<file path="config.mk">
export PLATFORM = sky130hd
export DESIGN_NAME = fpu_ncp
export DESIGN_NICKNAME = d
export VERILOG_FILES = /design/src/fpu_ncp_pkg.sv /design/src/fpu_lane_if.sv /design/src/fpu_ncp_decode.sv /design/src/fpu_shift_reg.sv /design/src/fpu_cmp_unit.sv /design/src/fpu_sgn_unit.sv /design/src/fpu_result_arb.sv /design/src/fpu_ncp.sv
export SDC_FILE = /design/constraint.sdc
export NUM_CORES = 1
export LEC_CHECK = 0
export BUFFER_PORTS_ARGS = -buffer_cell sky130_fd_sc_hd__buf_4
export CORE_MARGIN = 1
export CORE_UTILIZATION = 28
export DETAILED_ROUTE_END_ITERATION = 8
export MAX_ROUTING_LAYER = met4
export PLACE_DENSITY = 0.44
export RECOVER_POWER = 25
export SETUP_SLACK_MARGIN = 0.5
export SYNTH_ARGS = -nofsm -noshare
export SYNTH_HDL_FRONTEND = slang
export SYNTH_SLANG_ARGS = --single-unit
</file>
<file path="constraint.sdc">
create_clock -name clk -period 7.2 [get_ports clk]
set_input_delay 1.44 -clock clk [delete_from_list [all_inputs] [get_ports clk]]
set_output_delay 1.44 -clock clk [all_outputs]
set_load 0.01 [all_outputs]
</file>
<file path="src/fpu_ncp_pkg.sv">
`default_nettype none

package fpu_ncp_pkg;

    // ~~~~~~~~~~~~~~~~~~~~~~~~~~~~~~~~~~~~~~~~~~~~~~~~~~~~~~~~~~~~~~~~~~~~
    // data types
    // ~~~~~~~~~~~~~~~~~~~~~~~~~~~~~~~~~~~~~~~~~~~~~~~~~~~~~~~~~~~~~~~~~~~~

    // one single-precision value, or an integer result of a compare or classify.
    typedef logic [31:0] word_t;

    // accrued exception flags follow the usual RISC-V fcsr order.
    typedef struct packed {
        logic nv;
        logic dz;
        logic of;
        logic uf;
        logic nx;
    } fflags_t;

    // ~~~~~~~~~~~~~~~~~~~~~~~~~~~~~~~~~~~~~~~~~~~~~~~~~~~~~~~~~~~~~~~~~~~~
    // operation encodings
    // ~~~~~~~~~~~~~~~~~~~~~~~~~~~~~~~~~~~~~~~~~~~~~~~~~~~~~~~~~~~~~~~~~~~~

    // codes not listed here decode like OP_MISC.
    typedef enum logic [3:0] {
        OP_CLASS = 4'h0,
        OP_CMP   = 4'h1,
        OP_MISC  = 4'h2
    } fpu_op_t;

    typedef logic [2:0] frm_t;

    typedef enum logic [3:0] {
        LE,
        LT,
        EQ,
        MIN,
        MAX,
        SGNJ,
        SGNJN,
        SGNJX,
        CLASS,
        MV
    } ncp_op_t;

    // ~~~~~~~~~~~~~~~~~~~~~~~~~~~~~~~~~~~~~~~~~~~~~~~~~~~~~~~~~~~~~~~~~~~~
    // lanes and constants
    // ~~~~~~~~~~~~~~~~~~~~~~~~~~~~~~~~~~~~~~~~~~~~~~~~~~~~~~~~~~~~~~~~~~~~

    // a lower index wins arbitration.
    localparam int LANE_CMP  = 0;
    localparam int LANE_SGN  = 1;
    localparam int NUM_LANES = 2;

    localparam word_t CANONICAL_NAN = 32'h7fc0_0000;

endpackage

`default_nettype wire

</file>
<file path="src/fpu_lane_if.sv">
`timescale 1ns/10ps
`default_nettype none

// this carries the output handshake of one execution lane to the result arbiter.
interface fpu_lane_if #(
    parameter int NUM_THREADS = 4,
    parameter int TAGW        = 8
);

    logic                                   valid;
    logic                                   ready;
    logic [TAGW-1:0]                        tag;
    fpu_ncp_pkg::word_t [NUM_THREADS-1:0]   result;

    modport lane (
        output valid,
        output tag,
        output result,
        input  ready
    );

    modport arb (
        input  valid,
        input  tag,
        input  result,
        output ready
    );

endinterface

`default_nettype wire

</file>
<file path="src/fpu_ncp_decode.sv">
`timescale 1ns/10ps
`default_nettype none

module fpu_ncp_decode (
    input  logic                  valid_in,
    input  fpu_ncp_pkg::fpu_op_t  op_type,
    input  fpu_ncp_pkg::frm_t     frm,
    input  logic                  cmp_ready,
    input  logic                  sgn_ready,
    output logic                  cmp_valid,
    output logic                  sgn_valid,
    output logic                  ready_in,
    output fpu_ncp_pkg::ncp_op_t  ncp_op
);

    logic sel_cmp;

    always_comb begin
        case (op_type)
            fpu_ncp_pkg::OP_CLASS: ncp_op = fpu_ncp_pkg::CLASS;
            fpu_ncp_pkg::OP_CMP: begin
                case (frm)
                    3'd0:    ncp_op = fpu_ncp_pkg::LE;
                    3'd1:    ncp_op = fpu_ncp_pkg::LT;
                    3'd2:    ncp_op = fpu_ncp_pkg::EQ;
                    // an unused compare modifier degrades to a move.
                    default: ncp_op = fpu_ncp_pkg::MV;
                endcase
            end
            default: begin
                case (frm)
                    3'd0:    ncp_op = fpu_ncp_pkg::SGNJ;
                    3'd1:    ncp_op = fpu_ncp_pkg::SGNJN;
                    3'd2:    ncp_op = fpu_ncp_pkg::SGNJX;
                    3'd3:    ncp_op = fpu_ncp_pkg::MIN;
                    3'd4:    ncp_op = fpu_ncp_pkg::MAX;
                    default: ncp_op = fpu_ncp_pkg::MV;
                endcase
            end
        endcase
    end

    // everything that can raise a flag runs in the compare lane.
    assign sel_cmp = (ncp_op == fpu_ncp_pkg::LE)
                  || (ncp_op == fpu_ncp_pkg::LT)
                  || (ncp_op == fpu_ncp_pkg::EQ)
                  || (ncp_op == fpu_ncp_pkg::MIN)
                  || (ncp_op == fpu_ncp_pkg::MAX);

    assign cmp_valid = valid_in && sel_cmp;
    assign sgn_valid = valid_in && !sel_cmp;
    assign ready_in  = sel_cmp ? cmp_ready : sgn_ready;

endmodule

`default_nettype wire

</file>
<file path="src/fpu_shift_reg.sv">
`timescale 1ns/10ps
`default_nettype none

module fpu_shift_reg #(
    parameter type payload_t = logic,
    parameter int  DEPTH     = 1
) (
    input  logic     clk,
    input  logic     reset,
    input  logic     enable,
    input  logic     valid_d,
    input  payload_t data_d,
    output logic     valid_q,
    output payload_t data_q
);

    logic     valid_r [DEPTH];
    payload_t data_r  [DEPTH];

    always_ff @(posedge clk) begin
        if (reset) begin
            for (int i = 0; i < DEPTH; i++) begin
                valid_r[i] <= 1'b0;
            end
        end else if (enable) begin
            valid_r[0] <= valid_d;
            for (int i = 1; i < DEPTH; i++) begin
                valid_r[i] <= valid_r[i-1];
            end
        end
    end

    // payload stages advance in step with the valid bits.
    always_ff @(posedge clk) begin
        if (enable) begin
            data_r[0] <= data_d;
            for (int i = 1; i < DEPTH; i++) begin
                data_r[i] <= data_r[i-1];
            end
        end
    end

    assign valid_q = valid_r[DEPTH-1];
    assign data_q  = data_r[DEPTH-1];

endmodule

`default_nettype wire

</file>
<file path="src/fpu_cmp_unit.sv">
`timescale 1ns/10ps
`default_nettype none

module fpu_cmp_unit #(
    parameter int NUM_THREADS = 4,
    parameter int TAGW        = 8,
    parameter int LATENCY     = 2
) (
    input  logic                                  clk,
    input  logic                                  reset,
    input  logic                                  in_valid,
    input  fpu_ncp_pkg::ncp_op_t                  ncp_op,
    input  logic [TAGW-1:0]                       tag_in,
    input  fpu_ncp_pkg::word_t [NUM_THREADS-1:0]  dataa,
    input  fpu_ncp_pkg::word_t [NUM_THREADS-1:0]  datab,
    output logic                                  in_ready,
    fpu_lane_if.lane                              out,
    output fpu_ncp_pkg::fflags_t [NUM_THREADS-1:0] fflags
);

    typedef struct packed {
        logic [TAGW-1:0]                       tag;
        fpu_ncp_pkg::word_t [NUM_THREADS-1:0]  result;
        fpu_ncp_pkg::fflags_t [NUM_THREADS-1:0] fflags;
    } cmp_payload_t;

    fpu_ncp_pkg::word_t [NUM_THREADS-1:0]   cmp_result;
    fpu_ncp_pkg::fflags_t [NUM_THREADS-1:0] cmp_flags;
    cmp_payload_t                           pipe_d;
    cmp_payload_t                           pipe_q;

    // ~~~~~~~~~~~~~~~~~~~~~~~~~~~~~~~~~~~~~~~~~~~~~~~~~~~~~~~~~~~~~~~~~~~~
    // per-thread compare datapath
    // ~~~~~~~~~~~~~~~~~~~~~~~~~~~~~~~~~~~~~~~~~~~~~~~~~~~~~~~~~~~~~~~~~~~~

    for (genvar i = 0; i < NUM_THREADS; i++) begin : g_thread
        logic                 a_nan, b_nan, a_snan, b_snan, any_snan, any_nan;
        logic                 both_zero, lt_total, lt_ord, eq_ord;
        fpu_ncp_pkg::word_t   res;
        fpu_ncp_pkg::fflags_t flg;

        assign a_nan    = (&dataa[i][30:23]) && (|dataa[i][22:0]);
        assign b_nan    = (&datab[i][30:23]) && (|datab[i][22:0]);
        assign a_snan   = a_nan && !dataa[i][22];
        assign b_snan   = b_nan && !datab[i][22];
        assign any_nan  = a_nan || b_nan;
        assign any_snan = a_snan || b_snan;

        assign both_zero = (dataa[i][30:0] == 31'd0) && (datab[i][30:0] == 31'd0);

        // total order on non-NaN values, where -0 sorts below +0.
        assign lt_total = (dataa[i][31] != datab[i][31]) ? dataa[i][31] :
                          dataa[i][31] ? (dataa[i][30:0] > datab[i][30:0])
                                       : (dataa[i][30:0] < datab[i][30:0]);

        assign lt_ord = lt_total && !both_zero;
        assign eq_ord = both_zero || (dataa[i] == datab[i]);

        always_comb begin
            res    = '0;
            flg    = '0;
            flg.nv = any_snan;
            case (ncp_op)
                fpu_ncp_pkg::LT: begin
                    res[0] = !any_nan && lt_ord;
                    flg.nv = any_nan;
                end
                fpu_ncp_pkg::LE: begin
                    res[0] = !any_nan && (lt_ord || eq_ord);
                    flg.nv = any_nan;
                end
                fpu_ncp_pkg::EQ: res[0] = !any_nan && eq_ord;
                fpu_ncp_pkg::MIN, fpu_ncp_pkg::MAX: begin
                    if (a_nan && b_nan) begin
                        res = fpu_ncp_pkg::CANONICAL_NAN;
                    end else if (a_nan) begin
                        res = datab[i];
                    end else if (b_nan) begin
                        res = dataa[i];
                    end else if (lt_total == (ncp_op == fpu_ncp_pkg::MIN)) begin
                        res = dataa[i];
                    end else begin
                        res = datab[i];
                    end
                end
                default: flg.nv = 1'b0;
            endcase
        end

        assign cmp_result[i] = res;
        assign cmp_flags[i]  = flg;
    end

    // the whole chain stalls together while the last stage waits for a grant.
    assign in_ready = !out.valid || out.ready;

    assign pipe_d.tag    = tag_in;
    assign pipe_d.result = cmp_result;
    assign pipe_d.fflags = cmp_flags;

    fpu_shift_reg #(
        .payload_t (cmp_payload_t),
        .DEPTH     (LATENCY)
    ) u_pipe (
        .clk     (clk),
        .reset   (reset),
        .enable  (in_ready),
        .valid_d (in_valid),
        .data_d  (pipe_d),
        .valid_q (out.valid),
        .data_q  (pipe_q)
    );

    assign out.tag    = pipe_q.tag;
    assign out.result = pipe_q.result;
    assign fflags     = pipe_q.fflags;

endmodule

`default_nettype wire

</file>
<file path="src/fpu_sgn_unit.sv">
`timescale 1ns/10ps
`default_nettype none

module fpu_sgn_unit #(
    parameter int NUM_THREADS = 4,
    parameter int TAGW        = 8,
    parameter int LATENCY     = 1
) (
    input  logic                                  clk,
    input  logic                                  reset,
    input  logic                                  in_valid,
    input  fpu_ncp_pkg::ncp_op_t                  ncp_op,
    input  logic [TAGW-1:0]                       tag_in,
    input  fpu_ncp_pkg::word_t [NUM_THREADS-1:0]  dataa,
    input  fpu_ncp_pkg::word_t [NUM_THREADS-1:0]  datab,
    output logic                                  in_ready,
    fpu_lane_if.lane                              out
);

    typedef struct packed {
        logic [TAGW-1:0]                       tag;
        fpu_ncp_pkg::word_t [NUM_THREADS-1:0]  result;
    } sgn_payload_t;

    fpu_ncp_pkg::word_t [NUM_THREADS-1:0] sgn_result;
    sgn_payload_t                         pipe_d;
    sgn_payload_t                         pipe_q;

    for (genvar i = 0; i < NUM_THREADS; i++) begin : g_thread
        logic               exp_ones, exp_zero, man_zero;
        logic [9:0]         cls;
        fpu_ncp_pkg::word_t res;

        assign exp_ones = &dataa[i][30:23];
        assign exp_zero = ~|dataa[i][30:23];
        assign man_zero = ~|dataa[i][22:0];

        // the classify mask is one-hot.
        always_comb begin
            cls = '0;
            if (exp_ones && !man_zero) begin
                cls[8] = !dataa[i][22];
                cls[9] = dataa[i][22];
            end else if (exp_ones) begin
                cls[0] = dataa[i][31];
                cls[7] = !dataa[i][31];
            end else if (exp_zero && man_zero) begin
                cls[3] = dataa[i][31];
                cls[4] = !dataa[i][31];
            end else if (exp_zero) begin
                cls[2] = dataa[i][31];
                cls[5] = !dataa[i][31];
            end else begin
                cls[1] = dataa[i][31];
                cls[6] = !dataa[i][31];
            end
        end

        always_comb begin
            case (ncp_op)
                fpu_ncp_pkg::SGNJ:  res = {datab[i][31], dataa[i][30:0]};
                fpu_ncp_pkg::SGNJN: res = {!datab[i][31], dataa[i][30:0]};
                fpu_ncp_pkg::SGNJX: res = {dataa[i][31] ^ datab[i][31], dataa[i][30:0]};
                fpu_ncp_pkg::CLASS: res = {22'd0, cls};
                default:            res = dataa[i];
            endcase
        end

        assign sgn_result[i] = res;
    end

    assign in_ready = !out.valid || out.ready;

    assign pipe_d.tag    = tag_in;
    assign pipe_d.result = sgn_result;

    fpu_shift_reg #(
        .payload_t (sgn_payload_t),
        .DEPTH     (LATENCY)
    ) u_pipe (
        .clk     (clk),
        .reset   (reset),
        .enable  (in_ready),
        .valid_d (in_valid),
        .data_d  (pipe_d),
        .valid_q (out.valid),
        .data_q  (pipe_q)
    );

    assign out.tag    = pipe_q.tag;
    assign out.result = pipe_q.result;

endmodule

`default_nettype wire

</file>
<file path="src/fpu_result_arb.sv">
`timescale 1ns/10ps
`default_nettype none

module fpu_result_arb #(
    parameter int NUM_THREADS = 4,
    parameter int TAGW        = 8
) (
    fpu_lane_if.arb                                lanes [fpu_ncp_pkg::NUM_LANES],
    input  fpu_ncp_pkg::fflags_t [NUM_THREADS-1:0] cmp_fflags,
    input  logic                                   ready_out,
    output logic                                   valid_out,
    output fpu_ncp_pkg::word_t [NUM_THREADS-1:0]   result,
    output logic [TAGW-1:0]                        tag_out,
    output logic                                   has_fflags,
    output fpu_ncp_pkg::fflags_t [NUM_THREADS-1:0] fflags
);

    localparam int NL = fpu_ncp_pkg::NUM_LANES;

    logic [NL-1:0]                        lane_valid;
    logic [NL-1:0]                        grant;
    logic [TAGW-1:0]                      lane_tag    [NL];
    fpu_ncp_pkg::word_t [NUM_THREADS-1:0] lane_result [NL];
    logic                                 taken;

    for (genvar i = 0; i < NL; i++) begin : g_lane
        assign lane_valid[i]  = lanes[i].valid;
        assign lane_tag[i]    = lanes[i].tag;
        assign lane_result[i] = lanes[i].result;
        assign lanes[i].ready = grant[i] && ready_out;
    end

    // the lowest valid lane always wins the grant.
    always_comb begin
        grant   = '0;
        taken   = 1'b0;
        result  = '0;
        tag_out = '0;
        for (int i = 0; i < NL; i++) begin
            if (lane_valid[i] && !taken) begin
                grant[i] = 1'b1;
                result   = lane_result[i];
                tag_out  = lane_tag[i];
            end
            taken = taken || lane_valid[i];
        end
    end

    assign valid_out  = |lane_valid;
    assign has_fflags = grant[fpu_ncp_pkg::LANE_CMP];
    assign fflags     = has_fflags ? cmp_fflags : '0;

endmodule

`default_nettype wire

</file>
<file path="src/fpu_ncp.sv">
`timescale 1ns/10ps
`default_nettype none

module fpu_ncp #(
    parameter int NUM_THREADS = 4,
    parameter int TAGW        = 8,
    parameter int LATENCY_CMP = 2,
    parameter int LATENCY_SGN = 1
) (
    input  logic                                   clk,
    input  logic                                   reset,
    input  logic                                   valid_in,
    output logic                                   ready_in,
    input  logic [TAGW-1:0]                        tag_in,
    input  fpu_ncp_pkg::fpu_op_t                   op_type,
    input  fpu_ncp_pkg::frm_t                      frm,
    input  fpu_ncp_pkg::word_t [NUM_THREADS-1:0]   dataa,
    input  fpu_ncp_pkg::word_t [NUM_THREADS-1:0]   datab,
    output fpu_ncp_pkg::word_t [NUM_THREADS-1:0]   result,
    output logic                                   has_fflags,
    output fpu_ncp_pkg::fflags_t [NUM_THREADS-1:0] fflags,
    output logic [TAGW-1:0]                        tag_out,
    input  logic                                   ready_out,
    output logic                                   valid_out
);

    logic                                   cmp_valid;
    logic                                   sgn_valid;
    logic                                   cmp_ready;
    logic                                   sgn_ready;
    fpu_ncp_pkg::ncp_op_t                   ncp_op;
    fpu_ncp_pkg::fflags_t [NUM_THREADS-1:0] cmp_fflags;

    fpu_lane_if #(
        .NUM_THREADS (NUM_THREADS),
        .TAGW        (TAGW)
    ) lane_bus [fpu_ncp_pkg::NUM_LANES] ();

    fpu_ncp_decode u_decode (
        .valid_in  (valid_in),
        .op_type   (op_type),
        .frm       (frm),
        .cmp_ready (cmp_ready),
        .sgn_ready (sgn_ready),
        .cmp_valid (cmp_valid),
        .sgn_valid (sgn_valid),
        .ready_in  (ready_in),
        .ncp_op    (ncp_op)
    );

    fpu_cmp_unit #(
        .NUM_THREADS (NUM_THREADS),
        .TAGW        (TAGW),
        .LATENCY     (LATENCY_CMP)
    ) u_cmp (
        .clk      (clk),
        .reset    (reset),
        .in_valid (cmp_valid),
        .ncp_op   (ncp_op),
        .tag_in   (tag_in),
        .dataa    (dataa),
        .datab    (datab),
        .in_ready (cmp_ready),
        .out      (lane_bus[fpu_ncp_pkg::LANE_CMP]),
        .fflags   (cmp_fflags)
    );

    fpu_sgn_unit #(
        .NUM_THREADS (NUM_THREADS),
        .TAGW        (TAGW),
        .LATENCY     (LATENCY_SGN)
    ) u_sgn (
        .clk      (clk),
        .reset    (reset),
        .in_valid (sgn_valid),
        .ncp_op   (ncp_op),
        .tag_in   (tag_in),
        .dataa    (dataa),
        .datab    (datab),
        .in_ready (sgn_ready),
        .out      (lane_bus[fpu_ncp_pkg::LANE_SGN])
    );

    fpu_result_arb #(
        .NUM_THREADS (NUM_THREADS),
        .TAGW        (TAGW)
    ) u_arb (
        .lanes      (lane_bus),
        .cmp_fflags (cmp_fflags),
        .ready_out  (ready_out),
        .valid_out  (valid_out),
        .result     (result),
        .tag_out    (tag_out),
        .has_fflags (has_fflags),
        .fflags     (fflags)
    );

endmodule

`default_nettype wire

</file>
==> qor_table.md <==
| Group | Result | This run |
|:---|:---|:---|
| final layout | Final Net Count | 2,658 |
| setup path | Largest incremental delay on the critical path | 1.49 ns |
| timing | Fin. max-slew vios | 36 |
| cts | Clock Pin Slew Worst Setup and Hold Paths | 0.06 ns |
| final layout | Layout Area Growth over Synthesis | 26.23% |
| synth | Syn Std Cell Area | 22,370 um^2 |
| floorplanning | Overall die area | 81,030 um^2 |
| placement | RePlAce Congestion | 0.8953 |
| synth | Number of cells produced by synthesis | 1,871 |
| synth | Mapped Avg Cell Area | 11.96 um^2 |
| grt | First-pass GRT wire length | 112.7 mm |
| floorplanning | Overall die width | 284.7 um |
| setup path | Worst setup startpoint | u_cmp.u_pipe.valid_r[0][1] |
| final layout | Post-Route Utilization | 35.74% |
| power | Switching part of the total | 25.32% |
| placement | Port Buf Inserts | 417 |
| setup path | Type of the worst setup path | flop to primary output |
| hold path | Hold-critical path endpoint | u_cmp.u_pipe.data_r[0][212] |
| timing | Clock tree skew after final layout | 0.01501 ns |
| grt | Vias in the first global route | 17.48k |
| job | Max-capacitance violation count | 1 |
| setup path | CP endpoint kind | primary output |
| cts | Skew-Pair Late Insertion Delay | 0.59 ns |
| synth | Largest cells by area after synthesis | sky130_fd_sc_hd__edfxtp_1 56%, sky130_fd_sc_hd__ha_1 6.9%, sky130_fd_sc_hd__a22o_1 5.6%, sky130_fd_sc_hd__and2_1 2.6%, sky130_fd_sc_hd__inv_1 2.3% |
| grt | Global-route track usage on met2 | 30.36% |
| setup path | Critical R2R Launch | u_cmp.u_pipe.valid_r[0][1] |
| cts | Post-cts hold buffer count | 0 |
| timing | Unrepaired setup endpoints after global routing | false |
| synth | Number of different library cells in the post-synthesis netlist | 73 |
| power | Clock network power share | 40.1% |
| synth | Largest area contributor in the synthesized netlist | sky130_fd_sc_hd__edfxtp_1 |
| cts | Max H-tree Level | 2 |
| synth | FFs w/ async S/R, synth | 0% |
| cts | Clock buffer count from CTS | 50 |
| hold path | Class of the tightest hold or removal check | flop to flop |
| grt | Number of antenna violations at the first check in global routing | 3 |
| power | Sequential cell fraction of total power | 45.4% |
| drt | Wire per inst | 22.72 um |
| setup path | Worst Reg2Reg Path Length in Cells | 5 |
| floorplanning | Cell Rows | 103 |
| power | Internal cell power | 4.949 mW |
| floorplanning | Core area | 79,000 um^2 |
| grt | Most heavily used metal layer in global routing | met2 |
| timing | Final worst-path cycle share | 77.78% |
| final layout | Share of post-route cells with drive strength above 1 | 26.14% |
| synth | Part of the Yosys area used for sequential elements | 56.24% |
| timing | Worst hold slack | 0.4121 ns |
| synth | Post-synth EDFFs | 419 |
| run status | Run status | finished with violations |
| drt | DR DRC count | 0 |
| setup path | Sum of buffers and inverters on the critical path | 4 |
| hold path | Cell depth of the worst min-delay path | 0 |
| grt | GR Util All Layers | 18.82% |
| power | Sw power | 1.678 mW |
| timing | Final setup viols | 0 |
| synth | Synthesis-stage register bit count | 419 |
| setup path | Cell with the largest stage delay on the worst path | sky130_fd_sc_hd__clkbuf_1 |
| synth | Most frequently used flop master after synthesis | sky130_fd_sc_hd__edfxtp_1 |
| timing | Final count of hold timing violations | 0 |
| synth | Ys Warns | 0 |
| setup path | Category of cells accounting for the largest share of critical-path delay | buffers and inverters |
| power | Maximum vdd ir drop | 164.5 uV |
| placement | Instance area at placement | 26,520 um^2 |
| setup path | Startpoint type of the worst setup path | flop |
| grt | Pin count of the biggest net entering global routing | 136 |
| cts | Master cell of the clock root buffer | sky130_fd_sc_hd__clkbuf_16 |
| power | Power density cells | 234.7 nW/um^2 |
| drt | Number of DRC markers in iteration 0 | 1,149 |
| drt | Number of antenna-violating nets in the routed design | 0 |
| setup path | Data arrival time of the worst path | 4.16 ns |
| drt | WL final | 76.22 mm |
| setup path | WP depth | 7 |
| synth | Area share of the largest cell type after synthesis | 56.24% |
| cts | TritonCTS clock tree | yes |
| floorplanning | Initial cell density of the core | 28.32% |
| setup path | Setup slack, reg-to-reg | 2.67 ns |
| floorplanning | Die Y-Extent | 284.7 um |
| final layout | Count of filler cells inserted in the layout | 7,800 |
| floorplanning | Boundary Pins | 434 |
| grt | Met3 usage | 3.050% |
| timing | Shortest clock period the worst path allows after layout | 5.600 ns |
| timing | Worst slew margin | -40.30% |
| setup path | Sequence of cells on the critical path | clkbuf_1 -> inv_1 -> a21boi_0 -> inv_6 -> nor2_1 -> a21oi_1 -> buf_4 |
| timing | Setup_tns | 0 ns |
| final layout | Most common cell after layout, fill and taps aside | sky130_fd_sc_hd__buf_4 |
| setup path | Crit path max fanout | 80 |
| setup path | Capture instance of the worst register-to-register path | u_cmp.u_pipe.data_r[0][59] |
| timing | Max Fclk | 0.1786 GHz |
| setup path | Required arrival time at the worst endpoint | 5.76 ns |
| cts | Count of instances resized after the clock tree is built | 0 |
| timing | Transition time of the tightest slew-check pin | 2.105 ns |
| power | Power share of the combinational group | 14.6% |
| final layout | Most frequent cells in the layout | 427 x sky130_fd_sc_hd__buf_4, 419 x sky130_fd_sc_hd__edfxtp_1, 143 x sky130_fd_sc_hd__a22o_1, 138 x sky130_fd_sc_hd__inv_1, 137 x sky130_fd_sc_hd__nand2_1 |
| cts | Largest buffer count on any clock path | 3 |
| cts | Post-CTS repair timing setup buffer count | 0 |
| hold path | Critical hold path startpoint | u_cmp.u_pipe.data_r[0][56] |
| power | Static power due to leakage | 11.81 nW |
| drt | Mean number of vias per cell | 5.132 |
| cts | TritonCTS Sinks | 419 |
| grt | Met1 Use GR | 24.52% |
| grt | GRT overflow | 0 |
| drt | Number of iterations in the first detailed-routing pass | 5 |
| placement | Half-perimeter wire length after placement | 54.41 mm |
| run status | Failing checks | max-capacitance violations, max-slew violations |
| drt | Detailed-route via count | 17.22k |
| final layout | Non-Filler Cell Area, Final | 28,240 um^2 |
area by class of cell:
class | instances | area, um^2 | share of cell area, %
timing repair buffer | 438 | 3298 | 11.68
tap | 1050 | 1314 | 4.653
sequential | 419 | 12580 | 44.56
antenna | 6 | 15.01 | 0.05317
clock buffer | 55 | 1291 | 4.573
inverter | 140 | 531.8 | 1.883
multi-input combinational | 1210 | 8780 | 31.09
clock inverter | 37 | 425.4 | 1.507
synthesized netlist by cell type (10+ instances only):
cell / instances
sky130_fd_sc_hd__edfxtp_1: 419
sky130_fd_sc_hd__a22o_1: 143
sky130_fd_sc_hd__inv_1: 140
sky130_fd_sc_hd__nand2_1: 137
sky130_fd_sc_hd__ha_1: 124
sky130_fd_sc_hd__nand3_1: 98
sky130_fd_sc_hd__and2_1: 93
sky130_fd_sc_hd__clkbuf_1: 74
sky130_fd_sc_hd__nor4_1: 64
sky130_fd_sc_hd__o21ai_0: 62
sky130_fd_sc_hd__a21oi_1: 56
sky130_fd_sc_hd__nand4_1: 53
sky130_fd_sc_hd__nor2_1: 46
sky130_fd_sc_hd__o31ai_1: 45
sky130_fd_sc_hd__o31ai_2: 32
sky130_fd_sc_hd__mux2i_1: 27
sky130_fd_sc_hd__nor3_1: 26
sky130_fd_sc_hd__o221a_2: 24
sky130_fd_sc_hd__buf_4: 16
sky130_fd_sc_hd__buf_2: 10
sky130_fd_sc_hd__buf_6: 10
per-stage QoR:
step           cells  setup slack (ns)  total power, mW
2_1_floorplan   1886            0.5779            3.571
3_3_place_gp    3257             2.154            4.017
3_5_place_dp    3257             2.026            4.034
4_1_cts         3349             2.409            6.717
5_1_grt         3352             1.211            6.901
6_report        3355             1.600            6.627
how the worst max path moves through the flow:
stage,end,slack [ns]
3_5_place_dp,u_cmp.u_pipe.data_r[0][107],2.03
6_report,ready_in,1.60
5_1_grt,ready_in,1.21
4_1_cts,ready_in,2.41
2_1_floorplan,u_cmp.u_pipe.valid_r[0][0],0.58
3_3_place_gp,u_cmp.u_pipe.data_r[0][20],2.15
cells by family (layout without fill, tap and decap cells):
logic type	Yosys count	after routing	share of synthesized area (%)
flip-flops	419	419	56.24
AND/OR/NAND/NOR	576	576	13.68
buffers and inverters	257	670	4.978
other	1	22	0.01676
AO/OA/AOI/OAI	462	462	16.73
XOR/XNOR	4	4	0.1566
multiplexers	28	28	1.258
adder cells (fa/ha/maj)	124	124	6.936
registers in the layout, indices dropped and copies added, names as in the netlist:
signal and cells:
u_cmp.u_pipe.valid_r 2, u_sgn.u_pipe.data_r 136, u_cmp.u_pipe.data_r 280, u_sgn.u_pipe.valid_r 1
layer usage:
metal	routed length [um]	part of all wire [%]
met4	1757	2.3
met5	0	0
met3	4076	5.3
met2	36320	48
met1	34060	45
power by group through the flow:
stage	clock, mW	combinational (mW)	sequential (mW)
floorplan	0	0.528	3.04
global placement	0	0.966	3.05
detailed placement	0	0.975	3.06
CTS	2.73	0.979	3.01
global route	2.82	1.06	3.03
finish	2.65	0.966	3.01
Power figures use the tool's default switching activity.
